$ cat src/icache_geom_pkg.sv
`default_nettype none

package icache_geom_pkg;

	// ***********************************************************
	// Cache organisation
	// ***********************************************************
	localparam int LINES         = 64; // Sets per way
	localparam int LINESIZE      = 8;  // Words per line
	localparam int ASSOCIATIVITY = 2;
	localparam int CACHEBURST    = 4;  // Words per CPU fetch

	localparam int WORD_ADDR_BITS = 30;

	// ***********************************************************
	// Derived widths
	// ***********************************************************
	localparam int OFFSET_BITS   = $clog2(LINESIZE);
	localparam int INDEX_BITS    = $clog2(LINES);
	localparam int WAY_BITS      = $clog2(ASSOCIATIVITY);
	localparam int BURST_BITS    = $clog2(CACHEBURST);
	localparam int RAM_ADDR_BITS = INDEX_BITS + OFFSET_BITS;
	localparam int TAG_BITS      = WORD_ADDR_BITS - RAM_ADDR_BITS;

	// Snooped writes only reach the low 256 MB of the address space
	localparam int SNOOP_ADDR_BITS  = 26;
	localparam int SNOOP_DEPTH_BITS = 4;

endpackage

`default_nettype wire

$ cat src/icache_bus_pkg.sv
`default_nettype none

package icache_bus_pkg;

	import icache_geom_pkg::*;

	// A data write seen on the other master's bus
	typedef struct packed {
		logic [3:0]                 be;
		logic [31:0]                data;
		logic [SNOOP_ADDR_BITS-1:0] addr; // Word address
	} snoop_write_t;

	// One write into the data memory of the ways, en selects the ways
	typedef struct packed {
		logic [RAM_ADDR_BITS-1:0] addr;
		logic [31:0]              data;
		logic [3:0]               be;
		logic [ASSOCIATIVITY-1:0] en;
	} way_write_t;

endpackage

`default_nettype wire

$ cat src/icache_ctrl.sv
`default_nettype none

module icache_ctrl import icache_geom_pkg::*, icache_bus_pkg::*; (
	input  logic                      CLK,
	input  logic                      RESET,

	input  logic                      cpu_req,
	input  logic [31:0]               cpu_addr,
	output logic                      cpu_valid,
	output logic                      cpu_done,

	output logic                      mem_req,
	output logic [31:0]               mem_addr,
	input  logic                      mem_done,
	input  logic [31:0]               mem_data,

	input  snoop_write_t              snoop_head,
	input  logic                      snoop_empty,
	output logic                      snoop_pop,

	output logic [WORD_ADDR_BITS-1:0] lookup_addr,
	output logic [RAM_ADDR_BITS-1:0]  rd_addr,
	output way_write_t                wr,
	output logic [ASSOCIATIVITY-1:0]  tag_we,
	input  logic [ASSOCIATIVITY-1:0]  hits,
	output logic [WAY_BITS-1:0]       way_sel
);

	typedef enum logic [2:0] {
		S_IDLE,
		S_SNOOP,
		S_LOOKUP,
		S_FILL,
		S_COMMIT
	} state_t;

	state_t state;

	logic [WORD_ADDR_BITS-1:0] addr_q;    // Word being looked up or snooped
	logic [WORD_ADDR_BITS-1:0] hold_addr;
	logic                      req_hold;
	logic [31:0]               snoop_data;
	logic [3:0]                snoop_be;

	logic [BURST_BITS-1:0]     burst_cnt;
	logic [OFFSET_BITS-1:0]    fill_cnt;
	logic [WAY_BITS-1:0]       victim;
	logic [WAY_BITS-1:0]       rr [LINES]; // Next victim of each set

	logic [INDEX_BITS-1:0]     index;
	logic [WAY_BITS-1:0]       hit_way;
	logic [ASSOCIATIVITY-1:0]  victim_oh;

	assign index       = addr_q[RAM_ADDR_BITS-1:OFFSET_BITS];
	assign lookup_addr = addr_q;
	assign rd_addr     = addr_q[RAM_ADDR_BITS-1:0];
	assign victim_oh   = ASSOCIATIVITY'(1) << victim;
	assign snoop_pop   = (state == S_IDLE) && !snoop_empty;
	assign tag_we      = (state == S_COMMIT) ? victim_oh : '0;

	always_comb begin
		hit_way = '0;
		for (int w = 0; w < ASSOCIATIVITY; w++) begin
			if (hits[w])
				hit_way = WAY_BITS'(w);
		end
	end

	// ***********************************************************
	// Data memory write port
	// ***********************************************************
	always_comb begin
		wr.addr = addr_q[RAM_ADDR_BITS-1:0];
		wr.data = snoop_data;
		wr.be   = snoop_be;
		wr.en   = '0;
		case (state)
			S_SNOOP: wr.en = hits; // Only a way that already holds the word
			S_FILL: begin
				wr.addr = {index, fill_cnt};
				wr.data = mem_data;
				wr.be   = 4'hF;
				if (mem_done)
					wr.en = victim_oh;
			end
			default: wr.en = '0;
		endcase
	end

	// ***********************************************************
	// Main FSM
	// ***********************************************************
	always_ff @(posedge CLK) begin
		cpu_valid <= 1'b0;
		cpu_done  <= 1'b0;
		if (cpu_req)
			hold_addr <= cpu_addr[31:2];

		if (RESET) begin
			state    <= S_IDLE;
			req_hold <= 1'b0;
			mem_req  <= 1'b0;
			for (int i = 0; i < LINES; i++)
				rr[i] <= '0;
		end else begin
			if (cpu_req)
				req_hold <= 1'b1; // Served once the FSM is back in idle

			case (state)
				S_IDLE: begin
					if (!snoop_empty) begin
						state      <= S_SNOOP;
						addr_q     <= WORD_ADDR_BITS'(snoop_head.addr);
						snoop_data <= snoop_head.data;
						snoop_be   <= snoop_head.be;
					end else if (cpu_req || req_hold) begin
						state     <= S_LOOKUP;
						addr_q    <= cpu_req ? cpu_addr[31:2] : hold_addr;
						req_hold  <= 1'b0;
						burst_cnt <= '0;
					end
				end

				S_SNOOP: state <= S_IDLE;

				S_LOOKUP: begin
					if (|hits) begin
						cpu_valid <= 1'b1;
						way_sel   <= hit_way;
						addr_q    <= addr_q + 1'b1;
						if (burst_cnt == BURST_BITS'(CACHEBURST - 1)) begin
							cpu_done <= 1'b1;
							state    <= S_IDLE;
						end else begin
							burst_cnt <= burst_cnt + 1'b1;
						end
					end else begin
						mem_req  <= 1'b1;
						mem_addr <= {addr_q[WORD_ADDR_BITS-1:OFFSET_BITS],
							{OFFSET_BITS{1'b0}}, 2'b00};
						fill_cnt <= '0;
						victim   <= rr[index];
						state    <= S_FILL;
					end
				end

				S_FILL: begin
					if (mem_done) begin
						mem_req  <= 1'b0;
						fill_cnt <= fill_cnt + 1'b1;
						if (fill_cnt == OFFSET_BITS'(LINESIZE - 1))
							state <= S_COMMIT;
					end
				end

				// Ways write the tag and valid bit in this cycle
				S_COMMIT: begin
					rr[index] <= rr[index] + 1'b1;
					state     <= S_LOOKUP; // Same word again, now a hit
				end

				default: state <= S_IDLE;
			endcase
		end
	end

	// A line is only ever allocated after it missed in every way
	a_single_hit: assert property (@(posedge CLK) disable iff (RESET) $onehot0(hits))
		else $error("more than one way hits");

	a_single_write: assert property (@(posedge CLK) disable iff (RESET) $onehot0(wr.en))
		else $error("data written to more than one way");

endmodule

`default_nettype wire

$ cat config.mk
export PLATFORM = sky130hd
export DESIGN_NAME = icache_ctrl
export DESIGN_NICKNAME = d
export VERILOG_FILES = /design/src/icache_geom_pkg.sv /design/src/icache_bus_pkg.sv /design/src/icache_ctrl.sv
export SDC_FILE = /design/constraint.sdc
export NUM_CORES = 1
export LEC_CHECK = 0
export ABC_AREA = 1
export BUFFER_PORTS_ARGS = -buffer_cell sky130_fd_sc_hd__buf_2
export CAP_MARGIN = 20
export CORE_MARGIN = 2
export CORE_UTILIZATION = 58
export CTS_CLUSTER_SIZE = 14
export DETAILED_ROUTE_END_ITERATION = 6
export GPL_TIMING_DRIVEN = 0
export PLACE_DENSITY = 0.86
export SLEW_MARGIN = 20
export SYNTH_ARGS = -nofsm -noshare
export SYNTH_HDL_FRONTEND = slang
export SYNTH_SLANG_ARGS = --single-unit
$ cat constraint.sdc
create_clock -name CLK -period 7.97 [get_ports CLK]
set_clock_uncertainty 0.05 [all_clocks]
set_input_delay 1.594 -clock CLK [delete_from_list [all_inputs] [get_ports CLK]]
set_output_delay 1.594 -clock CLK [all_outputs]
set_load 0.1 [all_outputs]
==> flow_summary.json, run 1 <==
{
  "max_slew_margin_pct": 36.6,
  "nNetsFinal": 1601,
  "yosysMostFrequentCell": "nand2_1",
  "synth_top_family_by_area": "simple AND/OR/NAND/NOR gates",
  "yosysUniqueCellTypes": 39,
  "drt-pass1-iter-count": 6,
  "layout_min_cycle_time_ns": 4.73,
  "cp-end-kind": "primary output",
  "synth_top_area_share_pct": 46.9,
  "setup_violations": 0,
  "critPathKind": "in -> out",
  "ys_async_sr_fraction_pct": 0,
  "synth_seq_cells": 207,
  "fmax_mhz": 211,
  "via_per_inst": 5.48,
  "startpoint_type": "input port",
  "rows": 49,
  "path_cells": "buf_2, clkbuf_1, clkbuf_1, nor2_1, buf_2",
  "synth_mux_area_share_pct": 0,
  "clock_latency_ns": 0.52,
  "synth_adder_area_share_pct": 0.477,
  "synth_xor_area_share_pct": 1.17,
  "die_x_um": 138,
  "p_leak_nw": 5.72,
  "io_buffers": 250,
  "drc": 0,
  "nFillCells": 1344,
  "gp_congestion": 0.935,
  "cpPeakStageDelay_ns": 0.49,
  "hold_slack_ns": 0.398,
  "outcome": "finished, final reports clean",
  "cp_slowest_cell": "clkbuf_1",
  "grt_setup_unrepaired": "false",
  "synthTopCellsByCount": "465 x nand2_1, 164 x edfxtp_1, 85 x nor2_1, 74 x nand3_1, 66 x inv_1",
  "drt_iter0_drc": 860,
  "synth.avg_cell_area_um2": 8.88,
  "synthCells": 1181,
  "wl_per_cell_um": 17.9,
  "irDropWorstVdd_mv": 0.319,
  "dp_hpwl_mm": 22.6,
  "ys.flop_type": "edfxtp_1",
  "cts_hold_buf": 0,
  "dieArea_mm2": 0.0192,
  "cts_htree_levels": 1,
  "grt_first_pass_wirelength_mm": 47.7,
  "die_height_um": 138,
  "final-max-slew-violation-count": 0,
  "cap_viol_max_count": 0,
  "synthTopCellsByArea": "edfxtp_1 47%, nand2_1 17%, dfxtp_1 8.2%",
  "areaGrowthSynthToFinish_pct": 22.3,
  "synth_edf_count": 164,
  "post-cts-setup-buffers": 0,
  "gr-usage-all-layers_pct": 31.6,
  "final-hold-violation-count": 0,
  "synth_warnings": 0,
  "fp.coreArea_mm2": 0.0178,
  "worstPathRequired_ns": 6.33,
  "start_util_pct": 58.8,
  "num_vias": 9385,
  "crit_arrival_ns": 3.08,
  "grt_max_degree": 40,
  "setup_tns_ns": 0,
  "cts_sinks": 207,
  "power.density_mw_per_mm2": 294,
  "ys_seq_area_share_pct": 55.2,
  "cts-resized-gates": 0,
  "overflow": 0,
  "synth-compound-area-share_pct": 4.35,
  "post-route-period-util_pct": 59.3,
  "wl_mm": 30.7,
  "min_path_type": "reg -> reg",
  "root_buffer": "clkbuf_16",
  "syn_area_mm2": 0.0105,
  "tightest_slew_ns": 0.944,
  "crit_path_max_fanout": 10,
  "ios": 258,
  "synth_area_leader_cell": "edfxtp_1",
  "clkTransAtPathRegs_ns": 0.06,
  "antenna_found_initial": 4,
  "grt_pass1_vias": 9059,
  "cts_buffers": 23,
  "drive_above_1_share_pct": 26.4,
  "postRouteAntennaNets": 0,
  "clk_path_buf_depth": 3,
  "cts_tree": "done",
  "synth-simple-area-share_pct": 31.4
}
cell type report:
| type | count | area [um2] | area share (%) |
|---|---|---|---|
| buffer | 75 | 509 | 3.97 |
| clock buffer | 29 | 598 | 4.66 |
| sequential | 207 | 5790 | 45.1 |
| clock inverter | 13 | 116 | 0.907 |
| timing repair buffer | 254 | 1300 | 10.1 |
| tap | 229 | 287 | 2.23 |
| antenna | 4 | 10.0 | 0.0780 |
| multi-input combinational | 833 | 3960 | 30.8 |
| inverter | 70 | 268 | 2.09 |
metrics by stage:
step	cells	worst slack, ns	utilization, %	total power [mW]	cell area (um2)
5_1_grt	1713	3.20	71.9	3.89	12800
3_5_place_dp	1668	3.29	67.8	2.75	12100
3_3_place_gp	1664	1.44	67.5	2.73	12000
4_1_cts	1710	3.28	71.8	3.76	12800
6_report	1714	3.24	71.9	3.77	12800
2_1_floorplan	1185	2.36	-	2.45	10500
worst paths after layout:
check	startpoint	to	slack, ns	depth (start not counted)
max	snoop_empty	snoop_pop	3.24	5
min	hold_addr[24]	hold_addr[24]	0.40	2
max reg2reg	state[2]	flip-flop	5.48	8
min reg2reg	hold_addr[24]	hold_addr[24]	0.40	2
where the power goes:
part / internal [mW] / switching (mW)
clock: 0.597 / 0.424
sequential: 1.28 / 0.0824
combinational: 0.309 / 1.08
total: 2.18 / 1.58
placed cells by master (no fill, tap or decap), types with 5 or more instances in the layout:
master,Yosys,final
o22ai_1,8,8
buf_4,25,27
buf_12,5,6
inv_1,66,66
clkbuf_1,25,31
buf_6,4,5
dfxtp_1,43,43
nand4_1,17,17
or2_2,6,6
xor2_1,10,10
clkinv_1,1,8
conb_1,1,5
nand3_1,74,74
clkbuf_16,0,23
nor3_1,22,21
nor2_1,85,84
o21ai_0,55,55
nor2_4,50,51
buf_2,9,259
edfxtp_1,164,164
buf_1,6,6
nand2_1,465,465
a21oi_1,15,15
routing by layer:
layer  GRT usage [%]  vias up  wire, um
li1                -     4419         -
met1            40.9     4333     11600
met2            53.4      546     14900
met3            5.16       87      3050
met4            12.8        0      1180
met5               0        -         0
worst max-delay path, delay by kind of cell:
family	cells	cell delay (ns)
simple gates	1	0.09
buf+inv	4	1.39
logic make-up after synthesis:
family          count (synthesis)
buf+inv                       145
xor+xnor                       14
other cells                     1
fa+ha+maj                       4
simple gates                  725
compound gates                 85
flops                         207
registers in the layout (all words and copies together) (netlist names), named ones only:
register / cells
rr: 64
burst_cnt: 2
lookup_addr: 30
victim: 1
state: 3
hold_addr: 30
fill_cnt: 3
cpu_valid: 1
snoop_be: 4
mem_req: 1
req_hold: 1
mem_addr: 27
way_sel: 1
snoop_data: 32
cpu_done: 1
Note: power is estimated with default switching activity, not from simulation.
==> run 2: changes to the inputs <==
CORE_UTILIZATION = 49   (was 58)
PLACE_DENSITY = 0.77   (was 0.86)
clock period = 4.2 ns   (was 7.97 ns; I/O delays follow)
==> flow_summary.json, run 2 (synthesis gave the netlist of run 1 again) <==
{
  "crit_arrival_ns": 2.71,
  "final-max-slew-violation-count": 0,
  "post-cts-setup-buffers": 0,
  "most-common-layout-cells": "465 x nand2_1, 259 x buf_2, 164 x edfxtp_1, 84 x nor2_1, 74 x nand3_1",
  "crit_top_cell": "inv_1",
  "wl_mm": 30.5,
  "layout_min_cycle_time_ns": 3.60,
  "postRouteAntennaNets": 0,
  "fmax_mhz": 278,
  "wl_per_cell_um": 17.4,
  "root_buffer": "clkbuf_16",
  "tightest_slew_ns": 1.07,
  "io_buffers": 250,
  "via_per_inst": 5.25,
  "cap_viol_max_count": 0,
  "drt_iter0_drc": 842,
  "overflow": 0,
  "crit_path_max_fanout": 10,
  "critical-path-top-delay-family": "buffers and inverters",
  "gp_congestion": 0.920,
  "registers.top_by_ff_count": "rr",
  "setup_violations": 0,
  "largest_register_ffs": 64,
  "dp_hpwl_mm": 22.3,
  "cp_num_buf_inv": 4,
  "clock_latency_ns": 0.52,
  "ios": 258,
  "layout_commonest_cell": "nand2_1",
  "grt_pass1_vias": 8739,
  "max_slew_margin_pct": 28.3,
  "antenna_found_initial": 0,
  "startpoint_type": "flip-flop",
  "grt_setup_unrepaired": "false",
  "drc": 0,
  "cp-end-kind": "primary output",
  "outcome": "finished, final reports clean",
  "cp_slowest_cell": "buf_2",
  "worstPathRequired_ns": 3.31,
  "cts_sinks": 207,
  "grt_max_degree": 40,
  "cts_buffers": 23,
  "path_cells": "inv_1, nor3_2, inv_1, clkbuf_1, o32ai_1, buf_2",
  "irDropWorstVdd_mv": 0.398,
  "areaGrowthSynthToFinish_pct": 22.9,
  "post-route-period-util_pct": 85.7,
  "cts_tree": "done",
  "dieArea_mm2": 0.0226,
  "rows": 53,
  "drt-pass1-iter-count": 6,
  "gr-usage-all-layers_pct": 26.9,
  "clkTransAtPathRegs_ns": 0.06,
  "cpPeakStageDelay_ns": 0.47,
  "final-hold-violation-count": 0,
  "power_mw": 7.19,
  "critPathKind": "reg -> out",
  "min_path_type": "reg -> reg",
  "num_vias": 9218,
  "grt_first_pass_wirelength_mm": 46.3,
  "die_x_um": 150,
  "reg_top3": "rr: 64 flops, snoop_data: 32 flops",
  "die_height_um": 150,
  "clk_path_buf_depth": 3,
  "drive_above_1_share_pct": 26.6,
  "cts_hold_buf": 0,
  "power.density_mw_per_mm2": 557,
  "cts-resized-gates": 0,
  "cts_htree_levels": 1,
  "setup_tns_ns": 0,
  "start_util_pct": 49.9,
  "nNetsFinal": 1600,
  "fp.coreArea_mm2": 0.0210,
  "p_leak_nw": 5.72
}
==> run 2: layer usage <==
layer  part of all wire (%)  up-vias  global-route usage [%]  wire length, um
met1                     38     4227                    34.3            11500
met5                      0        -                       0                0
li1                       -     4411                       -                -
met4                    3.3        0                    8.54             1020
met2                     49      496                    46.0            14800
met3                     10       84                    5.42             3100
==> run 2: cell type report <==
type                       instances  area, um2
fill                            1796       8130
sequential                       207       5790
multi-input combinational        833       3960
timing repair buffer             253       1300
clock buffer                      31        616
buffer                            75        509
tap                              275        344
inverter                          70        268
clock inverter                    11        110
antenna                            2       5.00
==> run 2: final timing paths <==
path / from / to / slack [ns] / depth (start not counted)
worst max-delay path: state[0] / wr[0] / 0.60 / 6
worst min-delay path: hold_addr[22] / hold_addr[22] / 0.40 / 2
worst max register to register: state[0] / flip-flop / 1.58 / 8
worst min register to register: hold_addr[22] / hold_addr[22] / 0.40 / 2
==> run 2: power breakdown <==
group | leakage (nW) | internal [mW] | switching [mW]
registers | 1.95 | 2.42 | 0.153
logic | 3.42 | 0.588 | 2.04
clock network | 0.348 | 1.15 | 0.830
==> run 2: stage by stage <==
stage | setup WS [ns] | hold slack (ns) | cell area [um2] | std cells | util [%]
floorplan | 0.000652 | 0.361 | 10500 | 1185 | -
detailed placement | 1.04 | 0.384 | 12200 | 1713 | 57.9
finish | 0.601 | 0.398 | 12900 | 1757 | 61.3
global route | 0.391 | 0.419 | 12900 | 1755 | 61.3
CTS | 0.490 | 0.399 | 12900 | 1755 | 61.3
global placement | 0.159 | 0.377 | 12100 | 1710 | 57.6
==> run 2: tightest hold or removal path, delay by kind of cell, from the launching register on <==
kind	cells	cell delay, ns
flops	1	0.30
simple gates	2	0.12
==> run 3: changes to the inputs <==
==> constraint.sdc (replaced) <==
create_clock -name CLK -period 4.2 [get_ports CLK]
set_clock_uncertainty 0.05 [all_clocks]
set_input_delay 0.21 -clock CLK [delete_from_list [all_inputs] [get_ports CLK]]
set_output_delay 0.21 -clock CLK [all_outputs]
set_load 0.1 [all_outputs]
==> flow_summary.json, run 3 (synthesis gave the netlist of run 1 again) <==
{
  "outcome": "finished, final reports clean",
  "postRouteAntennaNets": 0,
  "power.density_mw_per_mm2": 536,
  "clock_latency_ns": 0.51,
  "ios": 258,
  "reg_top3": "rr: 64 flops, snoop_data: 32 flops",
  "grt_first_pass_wirelength_mm": 48.9,
  "areaGrowthSynthToFinish_pct": 29.6,
  "clk_path_buf_depth": 3,
  "cpPeakStageDelay_ns": 0.51,
  "layout_commonest_cell": "nand2_1",
  "setup_tns_ns": 0,
  "crit_top_cell": "inv_1",
  "cap_viol_max_count": 0,
  "drt_iter0_drc": 963,
  "cp_slowest_cell": "nor3_2",
  "largest_register_ffs": 64,
  "critPathKind": "reg -> out",
  "irDropWorstVdd_mv": 0.407,
  "p_leak_nw": 6.03,
  "min_path_type": "in -> reg",
  "die_x_um": 150,
  "startpoint_type": "flip-flop",
  "dp_slack_ns": 1.64,
  "fin_ws_ns": 1.10,
  "worstPathRequired_ns": 3.94,
  "most-common-layout-cells": "465 x nand2_1, 259 x buf_2, 164 x edfxtp_1, 84 x nor2_1, 74 x nand3_1",
  "final-max-slew-violation-count": 0,
  "gr-usage-all-layers_pct": 28.1,
  "post-cts-setup-buffers": 0,
  "dp_hpwl_mm": 22.0,
  "layout_min_cycle_time_ns": 3.10,
  "crit_path_max_fanout": 10,
  "fmax_mhz": 322,
  "cts_tree": "done",
  "crit_arrival_ns": 2.84,
  "registers.top_by_ff_count": "rr",
  "dieArea_mm2": 0.0226,
  "antenna_found_initial": 1,
  "overflow": 0,
  "drt-pass1-iter-count": 7,
  "drive_above_1_share_pct": 25.7,
  "cts_buffers": 22,
  "max_slew_margin_pct": 32.0,
  "r2r_start": "state[0]",
  "grt_pass1_vias": 9307,
  "clkTransAtPathRegs_ns": 0.06,
  "start_util_pct": 49.9,
  "io_buffers": 250,
  "power_mw": 7.29,
  "gp_congestion": 0.959,
  "via_per_inst": 5.31,
  "setup_violations": 0,
  "startpoint": "state[0]",
  "cp-end-kind": "primary output",
  "final-hold-violation-count": 0,
  "post-route-period-util_pct": 73.9,
  "cts_sinks": 207,
  "fp.coreArea_mm2": 0.0210,
  "min_from": "snoop_head[18]",
  "num_vias": 9687,
  "cts_htree_levels": 1,
  "drc": 0,
  "rows": 53,
  "nNetsFinal": 1669,
  "die_height_um": 150,
  "tightest_slew_ns": 1.01,
  "path_cells": "inv_1, nor3_2, inv_1, clkbuf_1, o32ai_1, buf_2",
  "cts-resized-gates": 0,
  "root_buffer": "clkbuf_16",
  "final_core_util_pct": 64.7,
  "grt_max_degree": 40,
  "grt_setup_unrepaired": "false",
  "wl_mm": 32.3,
  "wl_per_cell_um": 17.7
}
-- run 3: cell count changes in the layout (fill, tap and decap cells not counted), moves of 2 or more --
cell,change
clkbuf_1,-3
inv_4,+3
clkinvlp_4,-2
clkinv_2,+3
dlygate4sd3_1,+69
clkinv_1,-3
-- run 3: final timing paths --
path | end | slack [ns] | depth (start not counted)
worst max-delay path | wr[0] | 1.10 | 6
worst max register to register | flip-flop | 1.61 | 8
worst min-delay path | lookup_addr[18] | 0.008 | 3
worst min register to register | hold_addr[24] | 0.40 | 2
-- run 3: metal layers --
metal | vias up | share of wire (%) | wire, um | GRT usage, %
met3 | 99 | 11 | 3400 | 5.24
met4 | 0 | 3.8 | 1220 | 9.72
met5 | - | 0 | 0 | 0
li1 | 4557 | - | - | -
met1 | 4416 | 37 | 12100 | 35.9
met2 | 615 | 48 | 15600 | 48.0
-- run 3: area by class of cell --
cell class	instances	area, um2
Antenna cell	2	5.00
Buffer	75	509
Clock buffer	29	629
Clock inverter	11	109
Fill cell	1662	7420
Inverter	70	268
Multi-Input combinational cell	833	3960
Sequential cell	207	5790
Tap cell	275	344
Timing Repair Buffer	323	1990
-- run 3: power by group --
group	leakage (nW)	internal (mW)	total [mW]	switching [mW]
Sequential	1.95	2.42	2.57	0.151
Clock	0.373	1.18	2.03	0.843
Combinational	3.70	0.630	2.69	2.06
Total	6.03	4.23	7.29	3.06
-- run 3: repair_timing --
item / in CTS / in global routing
endpoints found under the hold margin: 67 / 0
hold buffers: 69 / 0
endpoints found under the setup margin: 0 / 0
-- run 3: through the flow --
step / cells / hold slack (ns) / cell area, um2
2_1_floorplan: 1185 / 0.259 / 10500
3_3_place_gp: 1710 / 0.337 / 12100
3_5_place_dp: 1714 / 0.338 / 12200
4_1_cts: 1823 / 0.0120 / 13600
5_1_grt: 1824 / 0.0416 / 13600
6_report: 1825 / 0.00826 / 13600
-- run 3: worst max-delay path, delay by kind of cell (launching register included) --
kind	cells	cell delay [ns]
DFF	1	0.37
buffers and inverters	4	1.09
and+or+nand+nor	1	0.51
AOI/OAI and AO/OA	1	0.35
